==> config.mk <==
export PLATFORM = sky130hd
export DESIGN_NAME = cmd_fifo
export DESIGN_NICKNAME = d
export VERILOG_FILES = /design/src/rtl/cmd_fifo.sv
export SDC_FILE = /design/constraint.sdc
export NUM_CORES = 1
export LEC_CHECK = 0
export BUFFER_PORTS_ARGS = -buffer_cell sky130_fd_sc_hd__buf_2
export CAP_MARGIN = 10
export CORE_MARGIN = 2
export CORE_UTILIZATION = 65
export CTS_CLUSTER_SIZE = 20
export DETAILED_ROUTE_END_ITERATION = 8
export HOLD_SLACK_MARGIN = 0.15
export PLACE_DENSITY = 0.84
export SLEW_MARGIN = 10
export SYNTH_ARGS = -nofsm -noshare
export SYNTH_HDL_FRONTEND = slang
export SYNTH_SLANG_ARGS = --single-unit
export TNS_END_PERCENT = 5
==> constraint.sdc <==
create_clock -name clk -period 6.2 [get_ports clk]
set_input_delay 0.62 -clock clk [delete_from_list [all_inputs] [get_ports clk]]
set_output_delay 0.62 -clock clk [all_outputs]
set_load 0.01 [all_outputs]
==> src/rtl/cmd_fifo.sv <==
`timescale 1ns/10ps
`default_nettype none

module cmd_fifo #(
    parameter int DEPTH = 16
) (
    input  wire logic        clk,
    input  wire logic        rst_n,
    input  wire logic        wr,
    input  wire logic [31:0] wdata,
    input  wire logic        rd,
    output logic      [31:0] rdata,
    output logic             full,
    output logic             empty
);

    localparam int AW = $clog2(DEPTH);

    logic [31:0]   mem [DEPTH];
    logic [AW-1:0] wr_ptr;
    logic [AW-1:0] rd_ptr;
    logic [AW:0]   count;
    logic          do_wr;
    logic          do_rd;

    assign full  = (count == (AW+1)'(DEPTH));
    assign empty = (count == '0);

    // Requests against a full or empty buffer are dropped
    assign do_wr = wr && !full;
    assign do_rd = rd && !empty;

    // Head word is visible without a read cycle
    assign rdata = mem[rd_ptr];

    always_ff @(posedge clk) begin
        if (do_wr) begin
            mem[wr_ptr] <= wdata;
        end
    end

    // Pointers wrap on their own since DEPTH is a power of two
    always_ff @(posedge clk or negedge rst_n) begin
        if (!rst_n) begin
            wr_ptr <= '0;
            rd_ptr <= '0;
            count  <= '0;
        end else begin
            if (do_wr) begin
                wr_ptr <= wr_ptr + 1'b1;
            end
            if (do_rd) begin
                rd_ptr <= rd_ptr + 1'b1;
            end
            case ({do_wr, do_rd})
                2'b10:   count <= count + 1'b1;
                2'b01:   count <= count - 1'b1;
                default: count <= count;
            endcase
        end
    end

endmodule

`default_nettype wire

# == After elaboration in Yosys (flattened, before gate mapping) ==
# Memories as Yosys holds them, arrays and structs flattened.
# Index checks and enable logic that the tools add are counted.
# totals
register_bits,13
latchBits,0
ram_bits,512
rom_bits,0
input_bits,36
output_inout_bits,34
word_cells,20
n_memories,1
# classes
add_sub_neg,4
multipliers,0
div,0
order_cmp,0
n_eq_ne,3
shift,0
n_mux,3
bitwise,0
n_reduce_logical,6
# memory_table
name,depth,width,rd,rd_clocked_by_memory_dff,wr,line_no,text
mem,16,32,1,0,1,19,logic [31:0] mem [DEPTH];
# op_table
cell,count
$pmux 5 s2,1
$add 4x1->4 const B,2
$add 5x1->5 const B,1
$eq 5x5->1 const B,1
$logic_not 5->1,1
$sub 5x1->5 const B,1
$eq 2x1->1 const B,1
$eq 2x2->1 const B,1
$logic_and 1x1->1,2
$logic_not 1->1,2
$mux 1,2
$reduce_bool 2->1,1

# == Longest topological paths before layout ==
# Gate-level depths: netlist of the first run.
# logic_depth
word_depth,5
ltp_mapped,13
ltp_nobuf,12

# == Least setup slack after synthesis of the first run ==
# Ideal clock, no wire load.
# synth_timing
path_type,input to register
start,in wr
end,"mem mem[3][0], enable pin"
setup_time_ns,0.461
t_arrival_ns,3.234
required_time_ns,5.739
slack_ns,2.505
path_stages,4
n_path_buf,1
path_cell_list,and2_1 > buf_2 > nand2_1 > nor3_1
# synth_via
elab_chain_len,3
# synth_lines
element,line_no,text
start: declaration,9,"input wire logic wr,"
$logic_and 1x1->1,30,assign do_wr = wr && !full;
$mux 1,37,if (do_wr) begin
$mux 1 (implied by the code),38,mem[wr_ptr] <= wdata;
end: declaration,19,
# Every way passes these cells.

# == Final worst setup path of the first run ==
# layout_timing
start,reg rd_ptr[1]
end,out rdata[30]
# layout_via
elab_chain_len,1
# layout_lines
element,line_no,text
start: declaration,21,logic [AW-1:0] rd_ptr;
start signal: assignment,53,rd_ptr <= rd_ptr + 1'b1;
$mem_v2 16x32,n/a,
end: declaration,12,"output logic [31:0] rdata,"
# Every way passes these cells.

==> results of run 1 <==
==> layer usage <==
layer  up-vias  global-route usage (%)
li1       4386                       -
met1      5315                    36.1
met2       614                    44.7
met3       106                    4.50
met4         2                    9.11
met5         -                       0
==> worst paths after layout <==
| path | end | cells after the start |
|---|---|---|
| setup / recovery | rdata[30] | 6 |
| setup reg to reg | count[4]$_DFFE_PN0P_ | 12 |
| hold / removal | mem[15][26]$_DFFE_PP_ | 1 |
| min in group asynchronous | rd_ptr[2]$_DFFE_PN0P_ | 2 |
| max in group asynchronous | rd_ptr[0]$_DFFE_PN0P_ | 2 |
| hold reg to reg | count[4]$_DFFE_PN0P_ | 1 |
==> critical path, delay by kind of cell, from the launching register on <==
family                 cells  cell delay (ns)
AOI/OAI and AO/OA          2             0.51
DFF                        1             1.15
buffers and inverters      2             0.71
and+or+nand+nor            2             0.84
==> sequential cells by signal (all words and copies together), names as in the netlist <==
register,count
count,5
mem,512
rd_ptr,4
wr_ptr,4
==> area by class of cell <==
type | instances | share of cell area [%]
tap | 396 | 2.17
clock inverter | 26 | 1.10
antenna | 1 | 0.0110
sequential | 525 | 68.9
multi-input combinational | 420 | 19.4
inverter | 9 | 0.148
timing repair buffer | 97 | 2.56
clock buffer | 63 | 5.79
==> kinds of logic after synthesis <==
family,count (synthesis),synth area share (%)
xor+xnor,10,0.429
fa+ha+maj,10,0.650
simple gates,71,1.50
buf+inv,67,2.05
mux,194,13.6
flops,525,76.9
compound gates,135,4.89
==> metrics by stage <==
| step | hold WS (ns) | util [%] |
|---|---|---|
| after floorplan | 0.324 | - |
| after global placement | 0.483 | 69.0 |
| after detailed placement | 0.487 | 69.0 |
| after CTS | 0.413 | 74.1 |
| after global routing | 0.429 | 74.2 |
| final | 0.421 | 74.2 |
==> cells in the final DEF (no fill, tap or decap), drive strengths merged, types with 2 or more instances in the layout <==
master / instances
a21oi: 2
a221oi: 64
a22oi: 32
and2: 2
buf: 96
bufinv: 5
clkbuf: 63
clkinv: 20
dfrtp: 13
edfxtp: 512
ha: 9
inv: 10
mux2i: 129
mux4: 64
nand2: 42
nand2b: 2
nand3: 2
nor2: 12
nor2b: 3
nor3: 4
o21ai: 36
xnor2: 7
xor2: 3
==> power by group through the flow <==
stage	Clock [mW]	Combinational (mW)	Sequential, mW
finish	2.93	3.06	4.63
global route	3.08	3.25	4.67
CTS	2.95	3.06	4.63
detailed placement	0	3.00	4.69
global placement	0	2.91	4.67
floorplan	0	2.31	4.44
==> flow_metrics.py, run 1 <==
metrics = {
    "routing": {
        "wl_per_cell_um": 28.0,
        "wl_met2_um": 21600,
        "wl_met1_um": 16000,
        "route.detailed.drc": 0,
        "vias_per_cell": 6.78,
        "dr.pass1.iters": 5,
        "drt_iter0_drc": 1344,
        "dr_wl_met3_um": 4030,
        "top_layer": "met5",
        "ant_nets": 0,
        "vias": 10423,
        "routed_wl_um": 43100,
    },
    "clock_tree": {
        "clockBufferDepth": 3,
        "cts_made_buffers": 50,
        "cts.clk_slew.worst_paths_ns": 0.06,
        "hold_buffers": 1,
        "cts_tree": "built",
        "postCtsSetupBuffers": 0,
        "cts_root_buf": "clkbuf_16",
        "clkSinkCount": 525,
        "clk_latency_ns": 0.56,
        "cts_resized": 0,
        "htreeDepth": 2,
    },
    "die": {
        "start_util_pct": 66.4,
        "num_rows": 64,
        "fp.dieW_um": 181,
        "core_um2": 30700,
        "dieArea_um2": 32800,
        "die_y_um": 181,
        "io_pins": 70,
    },
    "pwr": {
        "pwr-share-clk_pct": 27.6,
        "p_seq_share_pct": 43.6,
        "p_comb_share_pct": 28.8,
        "switching_share_pct": 31.6,
        "p_int_mw": 7.27,
        "power_mw": 10.6,
        "peakVddDrop_uv": 496,
        "leakage_nw": 7.75,
        "powerDensity_nw_per_um2": 466,
        "p_switching_mw": 3.35,
    },
    "worst_setup_path": {
        "path_cells": "and2_2 > buf_4 > a221oi_1 > a22oi_1 > nand2_1 > buf_2",
        "end_kind": "output port",
        "crit_slowest_cell": "dfrtp_4",
        "crit_type": "flip-flop to output port",
        "path_max_fanout": 68,
        "cp-start-kind": "flip-flop",
        "timing.reg2reg.setup_slack_ns": 3.18,
        "reg2reg_from": "count[0]$_DFFE_PN0P_",
        "startpoint": "rd_ptr[1]$_DFFE_PN0P_",
        "slowest_delay_ns": 1.15,
        "cp.arrival_ns": 3.82,
        "required_ns": 5.58,
    },
    "sta": {
        "tns_ns": 0,
        "period_share_pct": 71.6,
        "setup_viol": 0,
        "tightest_slew_ns": 1.08,
        "slew-limit-headroom_pct": 27.9,
        "hold_viol": 0,
        "fmax_ghz": 0.225,
        "finClkSkew_ns": 0.0241,
        "finalMaxSlewViolations": 0,
        "finalCriticalPeriod_ns": 4.44,
        "setup_ws_ns": 1.76,
        "rsz0062_at_grt": "no",
    },
    "worst_hold_path": {
        "hp-class": "input pin to flip-flop",
        "hold_path.startpoint": "wdata[26]",
    },
    "synthesis": {
        "ys_top_cells_by_count": "edfxtp_1 (512), mux2i_1 (129), a221oi_1 (64), mux4_2 (58), nand2_1 (42)",
        "synth.ff_latch_count": 525,
        "synth_seq_area_share_pct": 76.9,
        "yosys_warnings": 0,
        "ys.flop_type": "edfxtp_1",
        "synth_top_area_cell": "edfxtp_1",
        "synth_top_area_share_pct": 75.3,
        "syn_inst": 1012,
        "synth-edff-count": 512,
        "synth.avg_cell_area_um2": 20.2,
        "ys_types": 33,
        "synth_nets": 1058,
        "synth_area_leaders": "edfxtp_1 (75%), mux4_2 (6.4%), mux2i_1 (6.3%)",
        "async_flop_share_pct": 2.48,
        "yosysMostFrequentCell": "edfxtp_1",
        "syn-cell-area_um2": 20400,
    },
    "finish": {
        "post_layout_nonfiller_instances": 1537,
        "drive_gt1_share_pct": 21.2,
        "syn2layout_area_growth_pct": 11.8,
        "fin_area_um2": 22800,
        "layout.nets": 1149,
        "seq_area_um2": 15700,
        "nFillCells": 1680,
        "multiInputGateArea_um2": 4420,
    },
    "placement": {
        "gp_congestion": 0.736,
        "placed_area_um2": 21200,
        "portBuffers": 69,
        "dp_cells": 1446,
        "dpl.hpwl_um": 22900,
        "place_ws_ns": 2.40,
    },
    "outcome": {
        "outcome": "finished, final reports clean",
    },
    "grt": {
        "grt_max_degree": 75,
        "grt_pass1_vias": 10647,
        "grt.total_usage_pct": 26.6,
        "grt_overflow": 0,
        "grt_first_pass_wirelength_um": 64400,
        "antenna_found_initial": 2,
    },
    "flow_run": {
        "maxCapViolCount": 0,
    },
}
No activity file was read; power rests on OpenSTA's default activity.
==> run 2: changes to the inputs <==
Settings changed: CORE_UTILIZATION 65 to 55, PLACE_DENSITY 0.84 to 0.76.
Clock period 6.2 ns to 3.75 ns, I/O delays scaled along.
==> run 2 against run 1 <==
  * Register-to-register slack lost 2.4 ns
  * Core utilization decreased by 11 points
  * Cell count up 6.3%
  * Die area is 18% higher
  * Combinational power is 77% higher
  * Clock skew down 0.0048 ns
  * Worst setup slack worse by 1.3 ns
  * Sequential cell count did not move
  * Critical path depth shrank 1
  * Clock power is 66% higher
  * Largest power group unchanged
==> flow_metrics.py, run 2 (same netlist as run 1, synthesis figures left out) <==
metrics = {
    "die": {
        "fp.dieW_um": 197,
        "start_util_pct": 55.7,
        "dieArea_um2": 38700,
        "core_um2": 36600,
        "io_pins": 70,
        "num_rows": 70,
        "die_y_um": 197,
    },
    "clock_tree": {
        "cts_resized": 0,
        "cts.clk_slew.worst_paths_ns": 0.06,
        "clockBufferDepth": 3,
        "clk_latency_ns": 0.59,
        "cts_made_buffers": 51,
        "cts_tree": "built",
        "cts_root_buf": "clkbuf_16",
        "htreeDepth": 2,
        "clkSinkCount": 525,
    },
    "sta": {
        "fmax_ghz": 0.307,
        "rsz0062_at_grt": "no",
        "finalCriticalPeriod_ns": 3.25,
        "tightest_slew_ns": 0.724,
        "period_share_pct": 86.8,
        "hold_viol": 0,
        "tns_ns": 0,
        "finClkSkew_ns": 0.0193,
        "setup_viol": 0,
        "slew-limit-headroom_pct": 51.6,
        "whs_ns": 0.166,
        "finalMaxSlewViolations": 0,
    },
    "grt": {
        "use_met3_pct": 4.43,
        "antenna_found_initial": 1,
        "top_usage_layer": "met2",
        "grt_overflow": 0,
        "grt_max_degree": 79,
        "use_met2_pct": 38.0,
        "grt_use_met1_pct": 29.2,
        "grt_first_pass_wirelength_um": 63300,
        "grt.total_usage_pct": 22.2,
        "grt_pass1_vias": 10439,
    },
    "finish": {
        "final_cell_mix": "edfxtp_1 (512), mux2i_1 (129), buf_2 (69)",
        "diodes": 0,
        "reg_top3": "mem: 512 flops, count: 5 flops",
        "drive_gt1_share_pct": 21.4,
        "largest_register_ffs": 512,
        "layout.nets": 1176,
        "syn2layout_area_growth_pct": 13.8,
        "nFillCells": 2404,
        "multiInputGateArea_um2": 4410,
        "top_register": "mem",
        "seq_area_um2": 15700,
        "post_layout_nonfiller_instances": 1634,
        "final_common_cell": "edfxtp_1",
    },
    "worst_setup_path": {
        "cp.arrival_ns": 2.88,
        "end_kind": "output port",
        "required_ns": 3.38,
        "path_max_fanout": 78,
        "cp-start-kind": "flip-flop",
        "crit_type": "flip-flop to output port",
    },
    "routing": {
        "vias_per_cell": 6.23,
        "routed_wl_um": 41900,
        "ant_nets": 0,
        "vias": 10178,
        "drt_iter0_drc": 899,
        "wl_per_cell_um": 25.6,
        "route.detailed.drc": 0,
        "dr.pass1.iters": 5,
    },
    "flow_run": {
        "maxCapViolCount": 0,
    },
    "pwr": {
        "p_comb_share_pct": 30.7,
        "leakage_nw": 7.89,
        "pwr-share-clk_pct": 27.6,
        "p_switching_mw": 5.56,
        "p_int_mw": 12.1,
        "switching_share_pct": 31.6,
        "p_seq_share_pct": 41.7,
        "peakVddDrop_uv": 616,
        "powerDensity_nw_per_um2": 758,
    },
    "placement": {
        "dpl.hpwl_um": 22400,
        "gp_congestion": 0.744,
        "portBuffers": 69,
        "dp_cells": 1526,
    },
    "outcome": {
        "outcome": "finished, final reports clean",
    },
    "worst_hold_path": {
        "hp-class": "input pin to flip-flop",
    },
}
## run 2: changes by cell type in the layout (fill, tap and decap cells not counted), sizes merged
cell,change
dlygate4sd3,+18
buf,+8
bufinv,-2
clkinv,+2
clkbuf,-1
clkinvlp,+1
diode,-1
## run 2: area by class of cell
class | instances | share of cell area (%)
Sequential cell | 525 | 67.6
Multi-Input combinational cell | 420 | 19.0
Clock buffer | 62 | 5.85
Timing Repair Buffer | 123 | 3.97
Tap cell | 468 | 2.52
Clock inverter | 27 | 0.910
Inverter | 9 | 0.145
## run 2: power by group through the flow
stage | Combinational (mW) | Clock, mW | Sequential, mW
finish | 5.41 | 4.86 | 7.36
detailed placement | 5.42 | 0 | 7.47
floorplan | 3.82 | 0 | 7.34
global route | 5.80 | 5.15 | 7.40
CTS | 5.47 | 4.91 | 7.36
global placement | 5.33 | 0 | 7.43
## run 2: what timing repair did
| action | in CTS | in global routing |
|---|---|---|
| hold endpoints to repair | 271 | 0 |
| setup buffers | 0 | 0 |
| hold buffers | 19 | 0 |
## run 2: metal layers
metal	wire, um	part of all wire (%)
met5	12	0.029
met3	2660	6.3
met1	16700	40
met4	1120	2.7
met2	21400	51
## run 2: worst paths after layout
path	start	slack, ns	end	cells after the start
worst max-delay path	rd_ptr[0]$_DFFE_PN0P_	0.50	rdata[3]	5
worst max register to register	count[0]$_DFFE_PN0P_	0.82	count[4]$_DFFE_PN0P_	12
max in group asynchronous	rst_n	3.27	rd_ptr[0]$_DFFE_PN0P_	2
worst min register to register	count[4]$_DFFE_PN0P_	0.50	count[4]$_DFFE_PN0P_	1
min in group asynchronous	rst_n	0.21	count[0]$_DFFE_PN0P_	2
worst min-delay path	wdata[21]	0.17	mem[10][21]$_DFFE_PP_	1
## run 2: critical path, cell delays in order (launching register included)
cell and delay, ns:
dfrtp_4 0.58, buf_12 0.45, mux4_1 0.63, a22oi_1 0.19, nand2_1 0.15, buf_2 0.17
## run 2: stage by stage
| stage | setup WS [ns] | total power [mW] | instance area (um2) | utilization (%) |
|---|---|---|---|---|
| after floorplan | 0.150 | 11.2 | 20400 | - |
| after global placement | 0.884 | 12.8 | 21500 | 58.6 |
| after detailed placement | 0.848 | 12.9 | 21500 | 58.6 |
| after CTS | 0.498 | 17.7 | 23200 | 63.5 |
| after global routing | 0.365 | 18.4 | 23200 | 63.5 |
| final | 0.497 | 17.6 | 23200 | 63.5 |
