==> config.mk <==
export PLATFORM = sky130hd
export DESIGN_NAME = csb_ctrl
export DESIGN_NICKNAME = d
export VERILOG_FILES = /design/src/common/cnn_pkg.sv /design/src/csb/csb_ctrl.sv
export SDC_FILE = /design/constraint.sdc
export NUM_CORES = 1
export LEC_CHECK = 0
export BUFFER_PORTS_ARGS = -buffer_cell sky130_fd_sc_hd__buf_2
export CAP_MARGIN = 0
export CORE_MARGIN = 2
export CORE_UTILIZATION = 32
export DETAILED_ROUTE_END_ITERATION = 7
export PLACE_DENSITY_LB_ADDON = 0.25
export SLEW_MARGIN = 20
export SYNTH_ARGS = -nofsm -noshare
export SYNTH_HDL_FRONTEND = slang
export SYNTH_SLANG_ARGS = --single-unit
==> constraint.sdc <==
create_clock -name clk -period 5.25 [get_ports clk]
set_input_delay 1.05 -clock clk [delete_from_list [all_inputs] [get_ports clk]]
set_output_delay 1.05 -clock clk [all_outputs]
set_load 0.1 [all_outputs]
==> src/common/cnn_pkg.sv <==
`default_nettype none

package cnn_pkg;

    localparam int CMD_WORDS = 5;
    localparam int PIX_W     = 16;
    localparam int FRAC_BITS = 8;
    localparam int ACC_W     = 40;

    // Codes 4 to 7 are reserved, the controller skips them
    typedef enum logic [2:0] {
        OP_IDLE    = 3'd0,
        OP_CONV3   = 3'd1,
        OP_CONV3_1 = 3'd2,
        OP_POOL3   = 3'd3
    } op_e;

    typedef enum logic [2:0] {
        ST_IDLE,
        ST_COLLECT,
        ST_ISSUE,
        ST_WAIT,
        ST_FINISH
    } csb_state_e;

    // Signed Q8.8 sample, full product, and wide accumulator
    typedef logic signed [PIX_W-1:0]   pix_t;
    typedef logic signed [2*PIX_W-1:0] prod_t;
    typedef logic signed [ACC_W-1:0]   acc_t;

    typedef struct packed {
        op_e         op;
        pix_t [0:8]  tap;
        pix_t [0:8]  w3x3;
        pix_t        b3x3;
        pix_t        pix1x1;
        pix_t        w1x1;
        pix_t        b1x1;
        logic [31:0] w_addr;
    } operand_t;

    typedef struct packed {
        op_e         op;
        logic [31:0] w_addr;
        pix_t        value_3x3;
        pix_t        value_1x1;
    } result_t;

    function automatic acc_t sum_prod9(input prod_t [0:8] p);
        acc_t acc;
        acc = '0;
        for (int i = 0; i < 9; i++) begin
            acc += p[i];
        end
        return acc;
    endfunction

    // Products are Q16.16, so the bias is aligned before the rescale
    function automatic pix_t mac_relu(input acc_t prod_sum, input pix_t bias);
        acc_t bias_ext;
        acc_t scaled;
        bias_ext = bias;
        scaled   = (prod_sum + (bias_ext <<< FRAC_BITS)) >>> FRAC_BITS;
        if (scaled < 0) begin
            return '0;
        end
        if (scaled > acc_t'(32767)) begin
            return 16'sd32767;
        end
        return scaled[PIX_W-1:0];
    endfunction

    function automatic pix_t max_pix(input pix_t a, input pix_t b);
        return (a > b) ? a : b;
    endfunction

endpackage

`default_nettype wire

==> src/csb/csb_ctrl.sv <==
`timescale 1ns/10ps
`default_nettype none

module csb_ctrl import cnn_pkg::*; (
    input  wire logic        clk,
    input  wire logic        rst_n,
    input  wire logic        op_en,
    input  wire logic [31:0] fifo_rdata,
    input  wire logic        fifo_empty,
    output logic             fifo_rd,
    input  wire logic [31:0] data,
    input  wire logic [31:0] weightbias,
    output logic             data_rd_en,
    output logic             weight_rd_en,
    output logic      [31:0] r_addr,
    output logic             fire,
    output operand_t         operands,
    input  wire logic        done,
    output logic             irq
);

    csb_state_e state;
    csb_state_e state_nxt;

    logic [2:0] cmd_cnt;
    logic [3:0] data_cnt;
    logic [3:0] wb_cnt;
    logic [3:0] data_len;
    logic [3:0] wb_len;
    logic       op_ok;
    logic       last_word;
    logic       issue_last;
    logic       skipped;

    // Stream reads per opcode, zero marks an opcode that is skipped
    always_comb begin
        case (operands.op)
            OP_CONV3: begin
                data_len = 4'd5;
                wb_len   = 4'd6;
            end
            OP_CONV3_1: begin
                data_len = 4'd6;
                wb_len   = 4'd8;
            end
            OP_POOL3: begin
                data_len = 4'd5;
                wb_len   = 4'd0;
            end
            default: begin
                data_len = 4'd0;
                wb_len   = 4'd0;
            end
        endcase
    end

    assign op_ok     = (data_len != 4'd0);
    assign fifo_rd   = (state == ST_COLLECT) && !fifo_empty;
    assign last_word = fifo_rd && (cmd_cnt == 3'(CMD_WORDS - 1));

    // Data and weight streams run side by side, issue ends with the longer one
    assign data_rd_en   = (state == ST_ISSUE) && (data_cnt < data_len);
    assign weight_rd_en = (state == ST_ISSUE) && (wb_cnt < wb_len);
    assign issue_last   = (!data_rd_en || (data_cnt == data_len - 4'd1)) &&
                          (!weight_rd_en || (wb_cnt == wb_len - 4'd1));

    assign irq = (state == ST_FINISH);

    always_comb begin
        state_nxt = state;
        case (state)
            ST_IDLE: begin
                if (op_en) begin
                    state_nxt = ST_COLLECT;
                end
            end
            ST_COLLECT: begin
                if (last_word) begin
                    state_nxt = op_ok ? ST_ISSUE : ST_COLLECT;
                end else if (skipped && fifo_empty) begin
                    state_nxt = ST_FINISH;
                end
            end
            ST_ISSUE: begin
                if (issue_last) begin
                    state_nxt = ST_WAIT;
                end
            end
            ST_WAIT: begin
                if (done) begin
                    state_nxt = fifo_empty ? ST_FINISH : ST_COLLECT;
                end
            end
            ST_FINISH: begin
                if (!op_en) begin
                    state_nxt = ST_IDLE;
                end
            end
            default: state_nxt = ST_IDLE;
        endcase
    end

    always_ff @(posedge clk or negedge rst_n) begin
        if (!rst_n) begin
            state    <= ST_IDLE;
            cmd_cnt  <= '0;
            data_cnt <= '0;
            wb_cnt   <= '0;
            r_addr   <= '0;
            fire     <= 1'b0;
            skipped  <= 1'b0;
        end else begin
            state <= state_nxt;
            fire  <= (state == ST_ISSUE) && issue_last;

            if (state != ST_COLLECT) begin
                skipped <= 1'b0;
            end
            if (fifo_rd) begin
                skipped <= 1'b0;
                if (last_word) begin
                    cmd_cnt <= '0;
                    // Remember a skip so a drained FIFO ends the run
                    skipped <= !op_ok;
                end else begin
                    cmd_cnt <= cmd_cnt + 3'd1;
                end
                if (cmd_cnt == 3'd3) begin
                    r_addr <= fifo_rdata;
                end
            end

            if (state != ST_ISSUE) begin
                data_cnt <= '0;
                wb_cnt   <= '0;
            end else begin
                if (data_rd_en) begin
                    data_cnt <= data_cnt + 4'd1;
                    r_addr   <= r_addr + 32'd4;
                end
                if (weight_rd_en) begin
                    wb_cnt <= wb_cnt + 4'd1;
                end
            end
        end
    end

    // Operand bundle, words 1 and 2 and the stride bytes are not kept
    always_ff @(posedge clk) begin
        if (fifo_rd && cmd_cnt == 3'd0) begin
            operands.op <= op_e'(fifo_rdata[2:0]);
        end
        if (last_word) begin
            operands.w_addr <= fifo_rdata;
        end

        if (data_rd_en) begin
            case (data_cnt)
                4'd0, 4'd1, 4'd2, 4'd3: begin
                    operands.tap[{data_cnt[1:0], 1'b0}] <= data[31:16];
                    operands.tap[{data_cnt[1:0], 1'b1}] <= data[15:0];
                end
                4'd4:    operands.tap[8] <= data[15:0];
                default: operands.pix1x1 <= data[15:0];
            endcase
        end

        if (weight_rd_en) begin
            case (wb_cnt)
                4'd0, 4'd1, 4'd2, 4'd3: begin
                    operands.w3x3[{wb_cnt[1:0], 1'b0}] <= weightbias[31:16];
                    operands.w3x3[{wb_cnt[1:0], 1'b1}] <= weightbias[15:0];
                end
                4'd4: operands.w3x3[8] <= weightbias[15:0];
                4'd5: begin
                    // Plain 3x3 conv ends with its bias, the 1x1 variant with w1x1
                    if (operands.op == OP_CONV3) begin
                        operands.b3x3 <= weightbias[15:0];
                    end else begin
                        operands.w1x1 <= weightbias[15:0];
                    end
                end
                4'd6:    operands.b3x3 <= weightbias[15:0];
                default: operands.b1x1 <= weightbias[15:0];
            endcase
        end
    end

endmodule

`default_nettype wire

# == After elaboration in Yosys (flattened, before gate mapping) ==
# Cells that the tools add are included.
# op_classes
n_addsub,6
n_lt_le_gt_ge,10
n_eq_ne,29
n_mux,39
bitwise_logic,7
reduce_logical,43
# op_table
op,count
bitwise mux 144 bit,4
demux 16 bit (select 4 bit),4
2-to-1 mux 32 bit,4
one-hot mux 16 bit (2 select lines),3
2-to-1 mux 16 bit,5
adder 32 x 3 -> 32 bit (second input constant),1
2-to-1 mux 3 bit,8
>= comparator 4 x 5 -> 1 bit (second input constant),4
equality test 4 x 2 -> 1 bit (second input constant),4
equality test 4 x 3 -> 1 bit (second input constant),4
less-than comparator 4 x 1 -> 1 bit (second input constant),4
2-to-1 mux 4 bit,4
inverter 3 -> 4 bit,4
equality test 3 x 2 -> 1 bit (second input constant),5
one-hot mux 3 bit (5 select lines),1
logical AND 1 bit,12
AND reduction 2 bit,6
nonzero test 2 bit,6
inequality test 2 bit (second input constant),5
adder 4 x 1 -> 4 bit (second input constant),2
equality test 4 x 1 -> 1 bit (second input constant),2
equality test 4 bit,2
logical NOT 4 bit,2
less-than comparator 4 bit,2
other kinds (21),36
# word_totals
ff_bits,435
output_inout_bits,424

# == Longest topological paths before layout ==
# logic_depth
depth_word,10
depth_mapped,13
ltp_nobuf,12

# == Worst setup path before layout ==
# Ideal clock, no wire load.
# synth_path
path_type,reg-to-reg
start,reg operands[384] in the netlist's numbering
end,reg operands[256] in the netlist's numbering (enable)
setup_time_ns,0.468
arrival_ns,5.225
required_ns,4.782
slack_ns,-0.443
path_stages_with_launch,11
synth_period_minus_slack_ns,5.693
cell_sequence,edfxtp_1 nor2b_1 inv_1 ha_1 nand2b_1 ha_1 and3b_4 nor3_4 nand2_1 clkbuf_1 nor3b_1
# synth_via
elab_chain_len,6
word_cells_on_any_way,8
cone_classes,1 x order compare; 3 x eq/ne; 1 x mux; 3 x reduce/logical
# synth_rtl
element,line,source
from (decl),csb_ctrl.sv:17,"output operand_t operands,"
equality test 3 x 1 -> 1 bit / equality test 3 x 2 -> 1 bit (equally long branches),csb_ctrl.sv:37,case (operands.op)
OR reduction 2 bit (no line),-,
one-hot mux 3 bit (2 select lines) (*),csb_ctrl.sv:37,
less-than comparator 4 bit (*),csb_ctrl.sv:62,assign data_rd_en = (state == ST_ISSUE) && (data_cnt < data_len);
logical AND 1 bit (*),csb_ctrl.sv:62,
AND reduction 2 bit (no line) (*),-,
# Mark *: on every way between the ends. The rest lies on a longest branch, timed or not.
# A chain may end at the register's enable or synchronous reset.

# == Worst setup path in the final report ==
# layout_path
start,reg operands[386] in the netlist's numbering
end,out data_rd_en
# layout_via
elab_chain_len,5
word_cells_on_any_way,7
cone_classes,1 x order compare; 3 x eq/ne; 1 x mux; 2 x reduce/logical
# layout_rtl
element,line,source
equality test 3 x 1 -> 1 bit / equality test 3 x 2 -> 1 bit (equally long branches),csb_ctrl.sv:37,
OR reduction 2 bit (no line),-,
one-hot mux 3 bit (2 select lines) (*),csb_ctrl.sv:37,
less-than comparator 4 bit (*),csb_ctrl.sv:62,
logical AND 1 bit (*),csb_ctrl.sv:62,
to (decl),csb_ctrl.sv:13,"output logic data_rd_en,"
# Marked as above.

==> results.tsv <==
stage	metric	value	unit
power_and_ir_drop	p_per_area	431	nW/um2
timing	fin_crit_sh	85.5	%
die	die_height	228	um
logic_synthesis	syn_inst	941	
layout	drive_above_1_share	41.7	%
global_routing	grt_max_degree	49	
layout	syn_to_final_growth	31.0	%
cts	cts_root_buf	clkbuf_16	
worst_hold_path	hp-class	flop to flop	
timing	skew	16.3	ps
power_and_ir_drop	p_leak	8.31	nW
worst_setup_path	crit_required	4200	ps
worst_hold_path	holdCritStartpoint	r_addr[0]	
timing	slew-limit-headroom	34.7	%
logic_synthesis	syn-num-nets	1062	
cts	cts_max_level	2	
cts	ctsHoldBuffers	0	
cts	clock_path_buffers	3	
detailed_routing	dr.pass1.iters	5	
worst_setup_path	arrival	3440	ps
power_and_ir_drop	vdd_ir_drop_max	0.411	mV
global_routing	track_usage	16.8	%
place	dp.cells	2111	
global_routing	antenna_found_initial	1	
worst_setup_path	r2r-start	operands[386]	
worst_hold_path	whs_path_depth	2	
cts	clock_sinks	435	
worst_setup_path	cp-start-kind	flop	
global_routing	grt_pass1_wl	64900	um
worst_setup_path	r2r_cells	12	
worst_setup_path	crit_fanout	16	
die	die-area	51800	um2
global_routing	grt_pass1_vias	10100	
detailed_routing	vias	10100	
detailed_routing	wl	45300	um
logic_synthesis	synthFlopType	edfxtp_1	
layout	multiInputGateArea	3030	um2
worst_setup_path	crit_path_top_delay_cell	inv_1	
detailed_routing	vias_per_cell	4.62	
worst_setup_path	worstSetupPathType	flop to output pin	
place	dp_hpwl	31700	um
worst_setup_path	crit_path_end_kind	output pin	
layout	fin_area	21000	um2
worst_setup_path	cpPeakStageDelay	490	ps
flow_run	drv_cap	0	
logic_synthesis	yosys_warnings	0	
layout	finalNonFillerCells	2193	
timing	worst-slew-pin-transition	977	ps
die	rows	81	
detailed_routing	drc	0	
logic_synthesis	yosysSeqAreaShare	80.1	%
die	start_util	32.6	%
die	core_area	49200	um2
worst_setup_path	r2r-end	operands[276]	
logic_synthesis	synth.avg_cell_area	17.0	um2
logic_synthesis	synth-edff-count	387	
layout	seq_area	12800	um2
logic_synthesis	async_flop_share	11.0	%
place	numPortBuffers	524	
detailed_routing	post_drt_wl_per_cell	20.6	um
worst_hold_path	min_to	r_addr[0]	
cts	cts_buffers	46	
timing	tns	0	ps
timing	fin_crit	4490	ps
global_routing	grt-ovfl-total	0	
worst_setup_path	path_buf_inv	3	
logic_synthesis	netlist.area_leader.share	72.6	%
timing	hold_slack	485	ps
timing	finalSetupViolCount	0	
die	design.portCount	525	
timing	fmax	0.223	GHz
timing	fin_ws	761	ps
cts	cts_resized	0	
logic_synthesis	synthTopCellsByArea	edfxtp_1, dfrtp_1, and2_1	
worst_setup_path	critical_path.top_delay_family	simple AND/OR/NAND/NOR gates	
logic_synthesis	synth_area	16000	um2
place	place_area	19500	um2
layout	fill_cells	4498	
layout	n_antenna_cell	0	
cts	clk_latency	580	ps
place	pre_cts_slack	1360	ps
cts	post_cts_buffers	0	
detailed_routing	first_iter_violations	632	
logic_synthesis	synth_top_area_cell	edfxtp_1	
cts	cts.reportedPaths.clkPinSlew	60	ps
logic_synthesis	synth_seq_cells	435	
timing	drv_slew	0	
layout	fin_nets	1616	
detailed_routing	postRouteAntennaNets	0	
timing	rsz0062_at_grt	false	
cts	cts_tree	done	
place	gp_congestion	0.811	
status	status	finished clean	
worst_setup_path	regToRegSetupSlack	1810	ps
logic_synthesis	ys_types	62	
die	die_w	228	um
worst_setup_path	path_cells	nor2_1 -> and2_1 -> inv_1 -> ha_1 -> nand2b_1 -> ha_1 -> and3b_4 -> nor3_4 -> nand2_1 -> inv_1 -> buf_12	
timing	hold_viol_final	0	
[how the worst max path moves through the flow]
stage,from,to,slack [ps],depth (start not counted)
final,operands[386],data_rd_en,760,11
after global routing,operands[386],data_rd_en,530,11
after CTS,operands[384],data_rd_en,710,11
after detailed placement,operands[384],data_rd_en,1360,11
after global placement,operands[384],data_rd_en,1420,11
after floorplan,operands[384],operands[256],-440,10
[cells in the mapped netlist, drive strengths merged (2+ instances only)]
cell / instances
o2bb2ai: 4
mux2i: 2
nor4b: 4
a41o: 2
nor3b: 6
a311oi: 8
or4b: 2
nand4: 7
clkbuf: 23
a221oi: 2
and3: 16
dfrtp: 48
xnor2: 7
nor3: 22
nand3: 11
o22ai: 6
a31oi: 3
inv: 16
and3b: 2
a21oi: 13
edfxtp: 387
a211oi: 13
nor2: 51
nand2: 33
ha: 20
o221a: 3
or3: 5
nor4: 3
o211ai: 2
nand2b: 4
and4: 9
o21a: 2
nor2b: 4
buf: 9
o21ai: 10
nand3b: 2
xor2: 2
and2: 168
[worst min-delay path: stages, from the launching register on]
cell,delay [ps]
dfrtp_1,350
nand2_1,50
nand2_1,50
[placed cells by master, fill, tap and decap left out, drive strengths merged, types with 6 or more instances in the layout]
master | netlist | routed
xnor2 | 7 | 7
a21oi | 13 | 13
and2 | 168 | 168
nand2 | 33 | 33
o21ai | 10 | 10
and3 | 16 | 16
clkbuf | 23 | 55
nor3b | 6 | 6
dfrtp | 48 | 48
a311oi | 8 | 8
nand3 | 11 | 11
buf | 9 | 538
nor2 | 51 | 51
a211oi | 13 | 13
nor3 | 22 | 22
nand4 | 7 | 7
and4 | 9 | 9
inv | 16 | 20
edfxtp | 387 | 387
o22ai | 6 | 6
ha | 20 | 20
clkinv | 1 | 16
[where the power goes]
| group | switching [mW] | internal (mW) |
|---|---|---|
| sequential | 0.196 | 3.91 |
| combinational | 1.38 | 0.316 |
| clock | 1.38 | 1.87 |
| total | 2.95 | 6.10 |
[flip-flops by register name, indices dropped and copies added, names as in the netlist]
| name | flops |
|---|---|
| wb_cnt | 4 |
| r_addr | 32 |
| operands | 387 |
| state | 3 |
| data_cnt | 4 |
| skipped | 1 |
| fire | 1 |
| cmd_cnt | 3 |
[routing by layer]
layer	share of wire (%)	vias up	wire, um	global-route usage [%]
met2	49	369	22300	27.9
met3	6.6	77	2990	3.88
met1	41	5070	18600	21.5
met4	2.9	2	1340	6.35
met5	0.029	-	13	0
li1	-	4621	-	-
[cell families (layout without fill, tap and decap cells)]
logic type,Yosys count,in the layout,synth area share (%)
mux,2,2,0.125
flops,435,435,80.1
simple gates,351,351,13.1
buf+inv,49,637,1.30
fa+ha+maj,20,20,1.56
xor+xnor,9,9,0.492
compound gates,75,75,3.37
[layout make-up]
| cell class | count | area share, % |
|---|---|---|
| Clock inverter | 27 | 1.27 |
| Sequential cell | 435 | 61.1 |
| Timing Repair Buffer | 538 | 13.1 |
| Clock buffer | 55 | 5.84 |
| Multi-Input combinational cell | 457 | 14.4 |
| Tap cell | 664 | 3.96 |
| Inverter | 17 | 0.310 |
[metrics by stage]
step | utilization [%] | power (mW)
finish | 42.7 | 9.05
global route | 42.7 | 9.37
CTS | 42.7 | 9.14
detailed placement | 39.6 | 5.87
global placement | 39.6 | 5.85
floorplan | - | 5.47
Power figures use the tool's default switching activity.
