[src/common/cnn_pkg.sv]
`default_nettype none

package cnn_pkg;

    localparam int CMD_WORDS = 5;
    localparam int PIX_W     = 16;
    localparam int FRAC_BITS = 8;
    localparam int ACC_W     = 40;

    // Codes 4 to 7 are reserved, the controller skips them
    typedef enum logic [2:0] {
        OP_IDLE    = 3'd0,
        OP_CONV3   = 3'd1,
        OP_CONV3_1 = 3'd2,
        OP_POOL3   = 3'd3
    } op_e;

    typedef enum logic [2:0] {
        ST_IDLE,
        ST_COLLECT,
        ST_ISSUE,
        ST_WAIT,
        ST_FINISH
    } csb_state_e;

    // Signed Q8.8 sample, full product, and wide accumulator
    typedef logic signed [PIX_W-1:0]   pix_t;
    typedef logic signed [2*PIX_W-1:0] prod_t;
    typedef logic signed [ACC_W-1:0]   acc_t;

    typedef struct packed {
        op_e         op;
        pix_t [0:8]  tap;
        pix_t [0:8]  w3x3;
        pix_t        b3x3;
        pix_t        pix1x1;
        pix_t        w1x1;
        pix_t        b1x1;
        logic [31:0] w_addr;
    } operand_t;

    typedef struct packed {
        op_e         op;
        logic [31:0] w_addr;
        pix_t        value_3x3;
        pix_t        value_1x1;
    } result_t;

    function automatic acc_t sum_prod9(input prod_t [0:8] p);
        acc_t acc;
        acc = '0;
        for (int i = 0; i < 9; i++) begin
            acc += p[i];
        end
        return acc;
    endfunction

    // Products are Q16.16, so the bias is aligned before the rescale
    function automatic pix_t mac_relu(input acc_t prod_sum, input pix_t bias);
        acc_t bias_ext;
        acc_t scaled;
        bias_ext = bias;
        scaled   = (prod_sum + (bias_ext <<< FRAC_BITS)) >>> FRAC_BITS;
        if (scaled < 0) begin
            return '0;
        end
        if (scaled > acc_t'(32767)) begin
            return 16'sd32767;
        end
        return scaled[PIX_W-1:0];
    endfunction

    function automatic pix_t max_pix(input pix_t a, input pix_t b);
        return (a > b) ? a : b;
    endfunction

endpackage

`default_nettype wire

[src/pe/pool_max_engine.sv]
`timescale 1ns/10ps
`default_nettype none

module pool_max_engine import cnn_pkg::*; (
    input  wire logic     clk,
    input  wire logic     rst_n,
    input  wire operand_t operands,
    input  wire logic     fire,
    output logic          done,
    output result_t       result
);

    pix_t        max_lo;
    pix_t        max_hi;
    logic        s1_valid;
    pix_t        s1_max_lo;
    pix_t        s1_max_hi;
    op_e         s1_op;
    logic [31:0] s1_w_addr;

    // Split the window in two halves, taps 0-4 and taps 5-8
    always_comb begin
        max_lo = operands.tap[0];
        for (int i = 1; i < 5; i++) begin
            max_lo = max_pix(max_lo, operands.tap[i]);
        end
        max_hi = operands.tap[5];
        for (int i = 6; i < 9; i++) begin
            max_hi = max_pix(max_hi, operands.tap[i]);
        end
    end

    always_ff @(posedge clk or negedge rst_n) begin
        if (!rst_n) begin
            s1_valid <= 1'b0;
            done     <= 1'b0;
        end else begin
            s1_valid <= fire;
            done     <= s1_valid;
        end
    end

    always_ff @(posedge clk) begin
        if (fire) begin
            s1_max_lo <= max_lo;
            s1_max_hi <= max_hi;
            s1_op     <= operands.op;
            s1_w_addr <= operands.w_addr;
        end
        if (s1_valid) begin
            result.op        <= s1_op;
            result.w_addr    <= s1_w_addr;
            result.value_3x3 <= max_pix(s1_max_lo, s1_max_hi);
            result.value_1x1 <= '0;
        end
    end

endmodule

`default_nettype wire

[config.mk]
export PLATFORM = sky130hd
export DESIGN_NAME = pool_max_engine
export DESIGN_NICKNAME = d
export VERILOG_FILES = /design/src/common/cnn_pkg.sv /design/src/pe/pool_max_engine.sv
export SDC_FILE = /design/constraint.sdc
export NUM_CORES = 1
export LEC_CHECK = 0
export ABC_AREA = 1
export BUFFER_PORTS_ARGS = -buffer_cell sky130_fd_sc_hd__buf_2
export CAP_MARGIN = 30
export CORE_AREA = 3 3 176 178
export DETAILED_ROUTE_END_ITERATION = 10
export DIE_AREA = 0 0 179 181
export PLACE_DENSITY = 0.61
export SETUP_SLACK_MARGIN = 0.4
export SLEW_MARGIN = 20
export SYNTH_ARGS = -nofsm -noshare
export SYNTH_HDL_FRONTEND = slang
export SYNTH_SLANG_ARGS = --single-unit
[constraint.sdc]
create_clock -name clk -period 2.5 [get_ports clk]
set_input_delay 0.5 -clock clk [delete_from_list [all_inputs] [get_ports clk]]
set_output_delay 0.5 -clock clk [all_outputs]
set_load 0.01 [all_outputs]
Word-level counts from Yosys, hierarchy flattened
Index checks and enable logic that the tools add are counted.

storage, ports and cells
  register bits after elaboration = 120
  input bits = 390
  output and inout bits = 68
  word-level logic and storage cells = 25

operators by class
  order comparisons = 8
  muxes and demuxes = 8

operator list
  cell                 number
  16-bit > comparator  8
  16-bit two-way mux   8

Longest topological paths before layout
Gate-level depths: netlist (run 1).

  depth after elaboration = 8
  depth in mapped cells = 62
  depth with buffers taken out = 58

Worst setup path after synthesis (run 1)
Ideal clock, no wire load.

  path type = input -> register
  start point = in operands[367] (netlist bit)
  end point = reg s1_max_lo[10] (data pin)
  library setup time = 0.253 ns
  arrival time = 5.965 ns
  data required time = 2.247 ns
  setup slack = -3.719 ns
  stages on the path = 52
  buffers on the path = 4
  path through = inv_1 > ha_1 > nand2_1 > inv_2 > o21ai_1 > nand2_1 > nor2_2 > nand3_2 > nand3_4 > buf_12 > nand2_2 > nand2_1 > inv_1 > ha_1 > a21oi_1 > o21ai_0 > a21oi_1 > nand2_1 > (+16 left out) > nor2_4 > buf_6 > nand3_2 > and2_1 > ha_1 > inv_1 > nor2_1 > nor2_1 > o21a_1 > o211ai_1 > nand2_1 > nand2_1 > nor2_1 > nor2_8 > inv_2 > buf_4 > nand2_1 > nand2_1

between the ends
  cells in the longest elaborated chain, start to end = 8

ends and longest elaborated chain
  item                    RTL line               text
  start, declared         pool_max_engine.sv:7   input wire operand_t operands,
  16-bit > comparator     cnn_pkg.sv:74          return (a > b) ? a : b;
  16-bit two-way mux (*)  cnn_pkg.sv:74
  16-bit > comparator     cnn_pkg.sv:74
  16-bit two-way mux (*)  cnn_pkg.sv:74
  16-bit > comparator     cnn_pkg.sv:74
  16-bit two-way mux (*)  cnn_pkg.sv:74
  16-bit > comparator     cnn_pkg.sv:74
  16-bit two-way mux (*)  cnn_pkg.sv:74
  named net max_lo[10]    pool_max_engine.sv:13  pix_t max_lo;
  end signal, assigned    pool_max_engine.sv:45  s1_max_lo <= max_lo;
  end, declared           pool_max_engine.sv:16  pix_t s1_max_lo;

The timed path passes the listed nets; every way through them passes the cells marked *.
A chain may end at the register's enable or synchronous reset.

Worst setup path in the final report (run 1)
  start point = in operands[367] (netlist bit)
  end point = reg s1_max_lo[15] (data pin)

The elaborated chain is that of the path after synthesis.

==> metrics.txt, run 1 <==
Tcrit/Tclk final=2.437; Area contributors post-synth=edfxtp_1 38%, ha_1 17%, nand2_1 12%, inv_1 8.3%, nand3_1 3.8%; total CTS buffers=17; critical-path maximum fanout=8; initial antenna violation count=15; Post-synth top flop=edfxtp_1; crit path buf inv count=21; CTS tree=done; Net Sw Power=0.006290 W; post-synth cell types=39; area of the multi-input gates=6575 um^2; worst slew pin tran=0.5616 ns; height of the die=181 um; fillers=2526; Fin Clk Skew=0.01125 ns; Avg WL per Cell=14.68 um; Critical Path RT=2.66 ns; Placed Cells incl. Taps=2016; XOR/XNOR Fraction of Synth Area=0; Layout Area Growth over Synthesis=74.54%; Fin. Hold Viols=0; Sw Ratio=0.4016; register share of total power=0.211; post-DP HPWL=23.67 mm; Crit-path slowest cell=ha_4; clock share of power=0.157; layout cell share with drive strength beyond 1=0.5633; leak pwr=8.232 nW; Compound-Gate Fraction of Synth Area=0.05841; CP Launch Type=input port; Hold Slack=0.2640 ns; FF-to-FF path depth=15; Netlist Area Pre-Place=9383 um^2; Yosys top cell area share=0.3777; area fraction in and, or, nand and nor cells after synthesis=0.2718; row count=63; first-pass GRT wire length=47.30 mm; ys async rst share=0.01667; worst vdd ir=0.0006058 V; Crit. End Element=flop; wirelength, routed=31.23 mm; sequential fraction of the synthesis area=0.3830; Slew HR=0.6256; remaining global-route overflow=0; Port Buf Inserts=233; GRT Util Overall=0.1826; die width=179 um; outcome=finished with violations; synth warn=0; crit path time final=6.093 ns; I/O Pins=458; vias in the first global route=9634; CP dominant cell by count=buf_4; starting density of the core=0.3174; area of the die=32400 um^2; dominant cell type by area after synthesis=edfxtp_1; Synth Area in Adders=0.1707; main combinational cell family by area after synthesis=simple AND/OR/NAND/NOR gates; Avg Inst Size Synth=8.296 um^2; Syn Inst Count=1131; min-delay worst type=in2reg; CTS Sinks=120; TritonRoute pass-1 iters=5; Root Buffer=clkbuf_16; count leader, synth=nand2_1; post-synthesis mux area share=0; clock-pin slew on the worst setup and hold paths=0.06 ns; largest net degree at the start of global routing=69; routed via count=9642; Nets=2235; max-slew violations=0; 1st-iter DRT viols=358; H-tree levels=4; DRC=0; Non-Filler Instances=2127; Worst Slack Setup Final=-3.593 ns; Critical Path AT=6.26 ns; Placer Congestion=0.8994; PD cells=956.3 nW/um^2; synth cell count leaders=292 x nand2_1, 208 x inv_1, 128 x ha_1, 118 x edfxtp_1, 71 x nand3_1; logic gate share of total power=0.632; Setup-failing EPs final=32; total power draw=0.01566 W; max-cap violations=0; Hold Path Cell Cnt=1; CP Depth=53; EDFF count, synth=118; FF+latch area=3595 um^2; FF+latch count, synth=120; RSZ-0062 raised after global routing=yes; Placeable Area=29560 um^2; post-route ant nets=0; FMAX=164.1 MHz; CP peak stage delay=0.26 ns; Max Buffers Root-to-Sink=2; Top Family by Delay on Critical Path=buffers and inverters; cell-internal power=0.009371 W; Worst-Skew Late Latency=0.41 ns; Setup TNS Final=-92.00 ns; via/cell ratio=4.533; failing checks=negative setup slack; type of the worst setup path=in2reg
==> metal layers <==
layer  track usage  up-vias  wire length [um]
met5             0        -                97
met4       0.05330       14               913
met3       0.06011       74              2619
met2        0.3006      277             14750
li1              -     4923                 -
met1        0.2272     4354             12850
==> through the flow <==
step           instance area [um^2]    util  worst slack, ns
3_3_place_gp                  13400  0.4534           -4.101
6_report                      16380  0.5540           -3.593
3_5_place_dp                  13400  0.4534           -4.316
2_1_floorplan                  9867       -           -3.555
5_1_grt                       16370  0.5539           -3.934
4_1_cts                       15440  0.5224           -3.520
==> final timing paths <==
kind,slack [ns],end,from
min in group asynchronous,0.46,s1_valid,rst_n
max in group asynchronous,1.86,s1_valid,rst_n
max,-3.59,s1_max_lo[15],operands[367]
max reg2reg,0.29,result[16],s1_max_hi[1]
min,0.26,s1_w_addr[9],operands[9]
min reg2reg,0.42,result[43],s1_w_addr[11]
==> cell usage in the layout (no fill, tap or decap), types with 13 or more instances in the layout <==
cell       Yosys  final
nand3_4        1     25
conb_1         1     16
nand3_2       26     54
a21oi_2        0     24
buf_2          5    217
a21oi_1       57     31
o21ai_1        5     13
inv_2          4     27
nand4_1       45     45
edfxtp_1     118    118
ha_4           0     52
inv_1        208    172
buf_6          4     29
nand2_2       14     77
ha_1         128     72
nor2_1        34     23
and2_1        31     24
nand2_1      292    200
nand3_1       71     20
o21ai_2        0     14
nand2_4        1     30
clkbuf_16      0     17
buf_4         21    318
==> layout make-up <==
type | instances | area share
Inverter | 213 | 0.05333
Timing Repair inverter | 2 | 0.001681
Clock inverter | 14 | 0.01054
Sequential cell | 120 | 0.2195
Tap cell | 390 | 0.02980
Antenna cell | 8 | 0.001222
Multi-Input combinational cell | 777 | 0.4015
Clock buffer | 17 | 0.02598
Timing Repair Buffer | 586 | 0.2565
==> logic make-up after synthesis <==
family / after synthesis
flops: 120
simple gates: 529
fa+ha+maj: 128
other cells: 1
compound gates: 103
buf+inv: 250
==> power groups by stage <==
stage	clock network [W]	logic, W	registers, W
finish	0.00245	0.00990	0.00330
global route	0.00261	0.0109	0.00335
CTS	0.00252	0.00854	0.00325
detailed placement	0	0.00682	0.00328
global placement	0	0.00661	0.00327
floorplan	0	0.00409	0.00330
==> timing repair <==
action	4_1_cts	5_1_grt
setup buffers	45	19
gates resized for setup	247	161
cloned	7	0
hold endpoints to repair	2	0
hold buffers	1	0
pin swaps	105	94
setup endpoints to repair	40	48
==> registers in the layout, summed over array words and instances (netlist names) <==
name and cells:
result 51, s1_w_addr 32, s1_max_hi 16, s1_max_lo 16, s1_op 3, done 1, s1_valid 1
Power figures use the tool's default switching activity.
==> run 2, diff against run 1 <==
--- a/config.mk
+++ b/config.mk
@@ -13,7 +13,6 @@
 export DIE_AREA = 0 0 179 181
 export PLACE_DENSITY = 0.61
 export SETUP_SLACK_MARGIN = 0.4
-export SLEW_MARGIN = 20
 export SYNTH_ARGS = -nofsm -noshare
 export SYNTH_HDL_FRONTEND = slang
 export SYNTH_SLANG_ARGS = --single-unit
==> constraint.sdc (replaced) <==
create_clock -name clk -period 7.4 [get_ports clk]
set_input_delay 1.48 -clock clk [delete_from_list [all_inputs] [get_ports clk]]
set_output_delay 1.48 -clock clk [all_outputs]
set_load 0.01 [all_outputs]
==> metrics.txt, run 2 (same netlist as run 1, synthesis figures left out) <==
via/cell ratio=4.565; CP Launch Type=input port; post-DP HPWL=21.52 mm; 1st-iter DRT viols=302; TritonRoute pass-1 iters=5; Avg WL per Cell=14.27 um; busiest grt layer=met2; FF-to-FF path depth=10; CP Depth=51; layout cell share with drive strength beyond 1=0.4626; met2 usage=0.2738; leading cell type in the layout, fill and taps excluded=buf_2; Hold Path Cell Cnt=0; GRT Util Overall=0.1637; Crit. End Element=flop; Placeable Area=29560 um^2; Fin Clk Skew=0.007105 ns; Placement Cell Area=12130 um^2; largest net degree at the start of global routing=69; PD cells=330.8 nW/um^2; Layout Area Growth over Synthesis=53.85%; max FFs per register=51; Setup-failing EPs final=0; Final Cell Area=14440 um^2; CTS tree=done; worst reg-to-reg setup slack=4.95 ns; starting density of the core=0.3174; max-slew violations=0; CP peak stage delay=0.27 ns; top flop regs=result x51, s1_w_addr x32; Fin. Hold Viols=0; Critical Path AT=7.44 ns; Critical Path RT=7.56 ns; Setup TNS Final=0 ns; die width=179 um; Port Buf Inserts=233; height of the die=181 um; worst r2r dst=result[20]; routed via count=9002; Worst Slack Setup Final=0.1169 ns; GR Layer Usage met1=0.2101; worst slew pin tran=0.9075 ns; row count=63; total CTS buffers=17; critical-path maximum fanout=8; clock-pin slew on the worst setup and hold paths=0.06 ns; met3 Use GR=0.04750; R2R Path Start=s1_max_lo[3]; H-tree levels=4; type of the worst setup path=in2reg; Crit-path slowest cell=ha_4; DRC=0; wirelength, routed=28.14 mm; most flop-heavy register=result; Hold Slack=0.4142 ns; Slew HR=0.3950; RSZ-0062 raised after global routing=yes; FMAX=137.3 MHz; first-pass GRT wire length=42.25 mm; most frequent cells in the layout=223 x buf_2, 220 x nand2_1, 183 x buf_4, 182 x inv_1, 118 x edfxtp_1; Worst-Skew Late Latency=0.41 ns; remaining global-route overflow=0; initial antenna violation count=8; crit path time final=7.283 ns; Place WS=-0.4959 ns; Worst Hold Path EP=result[62]; Placer Congestion=0.8344; worst vdd ir=0.0001725 V; crit path buf inv count=10; Max Buffers Root-to-Sink=2; max-cap violations=0; CTS Sinks=120; I/O Pins=458; post-route ant nets=0; Top Family by Delay on Critical Path=simple AND/OR/NAND/NOR gates; worst hold start=s1_w_addr[30]; Root Buffer=clkbuf_16; vias in the first global route=8723; Nets=2083; outcome=complete, no violations; leak pwr=7.303 nW; area of the die=32400 um^2; min-delay worst type=reg2reg; CTS Hold Bufs=0; Tcrit/Tclk final=0.9842
==> run 2: cell count changes in the layout (fill, tap and decap cells not counted), sizes merged <==
cell	before	now
inv	218	220
clkinvlp	3	1
clkinv	5	6
buf	585	435
diode	8	4
dlygate4sd3	1	0
nand3	99	98
==> run 2: per-stage QoR <==
step,instances,total power (W),utilization
global route,1972,0.005182,0.4883
CTS,1955,0.004447,0.4614
detailed placement,1877,0.003213,0.4102
floorplan,1146,0.002448,-
global placement,1876,0.003144,0.4099
finish,1972,0.004775,0.4883
==> run 2: layout make-up <==
class                      count  area (um^2)
clock buffer                  17        425.4
clock inverter                15        191.4
tap                          390        488.0
timing repair buffer         435         2845
antenna                        4        10.01
timing repair inverter         2        15.01
inverter                     213        849.6
fill                        2745        15120
sequential                   120         3595
multi-input combinational    776         6016
==> run 2: worst max-delay path by stage <==
stage | startpoint | to | slack (ns)
CTS | operands[365] | s1_max_lo[7] | 0.33
detailed placement | operands[367] | s1_max_lo[7] | -0.50
global route | operands[353] | s1_max_lo[7] | -0.24
finish | operands[357] | s1_max_lo[7] | 0.12
floorplan | operands[367] | s1_max_lo[13] | 0.36
global placement | operands[367] | s1_max_lo[7] | -0.32
==> run 2: timing repair <==
action | in CTS | in global routing
endpoints found under the hold margin | 0 | 0
resized for setup | 131 | 138
endpoints found under the setup margin | 16 | 16
buffers inserted | 44 | 12
pin swaps | 95 | 91
cloned | 2 | 1
==> run 2: report_power, final <==
group	total [W]	internal, W	switching [W]
combinational	0.00283	0.00131	0.00153
sequential	0.00109	0.00101	0.0000719
clock	0.000856	0.000538	0.000318
total	0.00477	0.00286	0.00192
==> run 2: metal layers <==
metal / up-vias / share of wire
li1: 4593 / -
met2: 177 / 0.48
met5: - / 0.0016
met1: 4200 / 0.45
met4: 8 / 0.0093
met3: 24 / 0.061
==> run 3, diff against run 2 <==
--- a/config.mk
+++ b/config.mk
@@ -5,13 +5,12 @@
 export SDC_FILE = /design/constraint.sdc
 export NUM_CORES = 1
 export LEC_CHECK = 0
-export ABC_AREA = 1
 export BUFFER_PORTS_ARGS = -buffer_cell sky130_fd_sc_hd__buf_2
 export CAP_MARGIN = 30
 export CORE_AREA = 3 3 176 178
 export DETAILED_ROUTE_END_ITERATION = 10
 export DIE_AREA = 0 0 179 181
-export PLACE_DENSITY = 0.61
+export PLACE_DENSITY = 0.62
 export SETUP_SLACK_MARGIN = 0.4
 export SYNTH_ARGS = -nofsm -noshare
 export SYNTH_HDL_FRONTEND = slang
==> metrics.txt, run 3 <==
Yosys top cell area share=0.3746; logic gate share of total power=0.610; Worst-Skew Late Latency=0.40 ns; max FFs per register=51; first-pass GRT wire length=46.16 mm; CTS Sinks=120; CTS tree=done; max-slew violations=0; vias in the first global route=9041; Syn Inst Count=974; Nets=1989; total CTS buffers=17; row count=63; clock share of power=0.168; top flop regs=result x51, s1_w_addr x32; I/O Pins=458; Placer Congestion=0.8693; Layout Area Growth over Synthesis=65.83%; worst hold start=s1_w_addr[0]; Avg Inst Size Synth=9.712 um^2; CP peak stage delay=0.50 ns; crit path capture=s1_max_lo[11]; critical-path maximum fanout=8; leak pwr=7.066 nW; synth cell count leaders=146 x inv_1, 128 x ha_1, 118 x edfxtp_1, 91 x nor2_1, 61 x nand2_1; routed via count=9339; Setup-failing EPs final=16; layout cell share with drive strength beyond 1=0.5438; worst reg-to-reg setup slack=4.64 ns; Slew HR=0.3998; Port Buf Inserts=233; Critical path origin=operands[367]; EDFF count, synth=118; H-tree levels=4; Root Buffer=clkbuf_16; area of the die=32400 um^2; post-route ant nets=0; cell-internal power=0.003018 W; GRT Util Overall=0.1806; worst r2r dst=result[28]; min-delay worst type=reg2reg; 1st-iter DRT viols=417; Crit. End Element=flop; starting density of the core=0.3200; Placed Cells incl. Taps=1764; DRC=0; wirelength, routed=32.08 mm; leading cell type in the layout, fill and taps excluded=buf_4; most flop-heavy register=result; initial antenna violation count=20; CTS Hold Bufs=0; Worst Slack Setup Final=-1.203 ns; Area contributors post-synth=edfxtp_1 37%, ha_1 17%, inv_1 5.8%, nor2_1 3.6%, a211oi_1 2.9%; most frequent cells in the layout=249 x buf_4, 212 x buf_2, 126 x inv_1, 118 x edfxtp_1, 89 x ha_1; type of the worst setup path=in2reg; height of the die=181 um; outcome=finished with violations; worst slew pin tran=0.9002 ns; Critical Path AT=8.75 ns; clock-pin slew on the worst setup and hold paths=0.05 ns; via/cell ratio=4.957; worst vdd ir=0.0001412 V; Netlist Area Pre-Place=9459 um^2; Fin. Hold Viols=0; CP Launch Type=input port; post-synth cell types=61; Sw Ratio=0.3663; Net Sw Power=0.001745 W; max-cap violations=0; register share of total power=0.222; area of the multi-input gates=6591 um^2; crit path time final=8.603 ns; ys async rst share=0.01667; CP dominant cell by count=buf_12; die width=179 um; RSZ-0062 raised after global routing=yes; failing checks=negative setup slack; FMAX=116.2 MHz; Placeable Area=29560 um^2; FF+latch area=3595 um^2; FF+latch count, synth=120; dominant cell type by area after synthesis=edfxtp_1; Tcrit/Tclk final=1.163; Post-synth top flop=edfxtp_1; synth warn=0; Setup TNS Final=-18.35 ns; R2R Path Start=s1_max_hi[9]; Crit-path slowest cell=or4_4; remaining global-route overflow=0; TritonRoute pass-1 iters=5; Max Buffers Root-to-Sink=2; FF-to-FF path depth=9; Avg WL per Cell=17.03 um; largest net degree at the start of global routing=69; post-DP HPWL=23.62 mm; post-layout util=0.5307; count leader, synth=inv_1; sequential fraction of the synthesis area=0.3799; Non-Filler Instances=1884; PD cells=303.7 nW/um^2; total power draw=0.004763 W; Fin Clk Skew=0.007064 ns; Critical Path RT=7.54 ns; fillers=2556
[run 3: how the worst min path moves through the flow]
stage | to | slack (ns) | cells past startpoint
5_1_grt | result[42] | 0.42 | 0
2_1_floorplan | result[32] | 0.40 | 0
3_3_place_gp | result[59] | 0.40 | 0
3_5_place_dp | result[32] | 0.40 | 0
6_report | result[32] | 0.42 | 0
4_1_cts | result[54] | 0.42 | 0
[run 3: area by class of cell]
cell class,count,area share
inverter,146,0.03573
clock inverter,14,0.009970
multi-input combinational,666,0.4202
antenna,10,0.001595
timing repair buffer,520,0.2449
clock buffer,18,0.02736
sequential,120,0.2292
tap,390,0.03111
[run 3: logic make-up (layout without fill, tap and decap cells)]
family,Yosys count,in the layout,share of synthesized area
AO/OA/AOI/OAI,222,222,0.1852
adder cells (fa/ha/maj),128,128,0.1693
buffers and inverters,203,698,0.09167
flip-flops,120,120,0.3799
multiplexers,32,32,0.03598
other,1,26,0.0003964
AND/OR/NAND/NOR,268,268,0.1376
[run 3: power by group through the flow]
stage          registers (W)  logic (W)  clock network [W]
2_1_floorplan        0.00108    0.00119                  0
3_3_place_gp         0.00107    0.00200                  0
3_5_place_dp         0.00107    0.00203                  0
4_1_cts              0.00106    0.00250           0.000822
5_1_grt              0.00108    0.00313           0.000852
6_report             0.00106    0.00290           0.000802
[run 3: metrics by stage]
stage	hold WS, ns	worst slack [ns]	cell area (um^2)
CTS	0.4167	-0.8940	14560
global placement	0.4001	-1.792	12710
finish	0.4158	-1.203	15690
floorplan	0.4003	-0.6834	9826
global route	0.4196	-1.386	15680
detailed placement	0.4045	-1.804	12730
[run 3: critical path: cells and delay by family]
kind | cells | cell delay (ns)
AO/OA/AOI/OAI | 14 | 2.55
adder cells (fa/ha/maj) | 4 | 1.10
buffers and inverters | 13 | 1.67
AND/OR/NAND/NOR | 12 | 1.93
[run 3: repair_timing]
action	CTS	global route
buffers inserted	34	36
setup endpoints to repair	31	32
cloned	5	3
gates resized for setup	167	151
pin swaps	38	91
[run 3: routing by layer]
layer,vias up,wire (um),global-route usage
li1,4547,-,-
met1,4418,12940,0.2168
met2,290,16200,0.3176
met3,62,2102,0.04876
met4,22,697,0.04613
met5,-,145,0
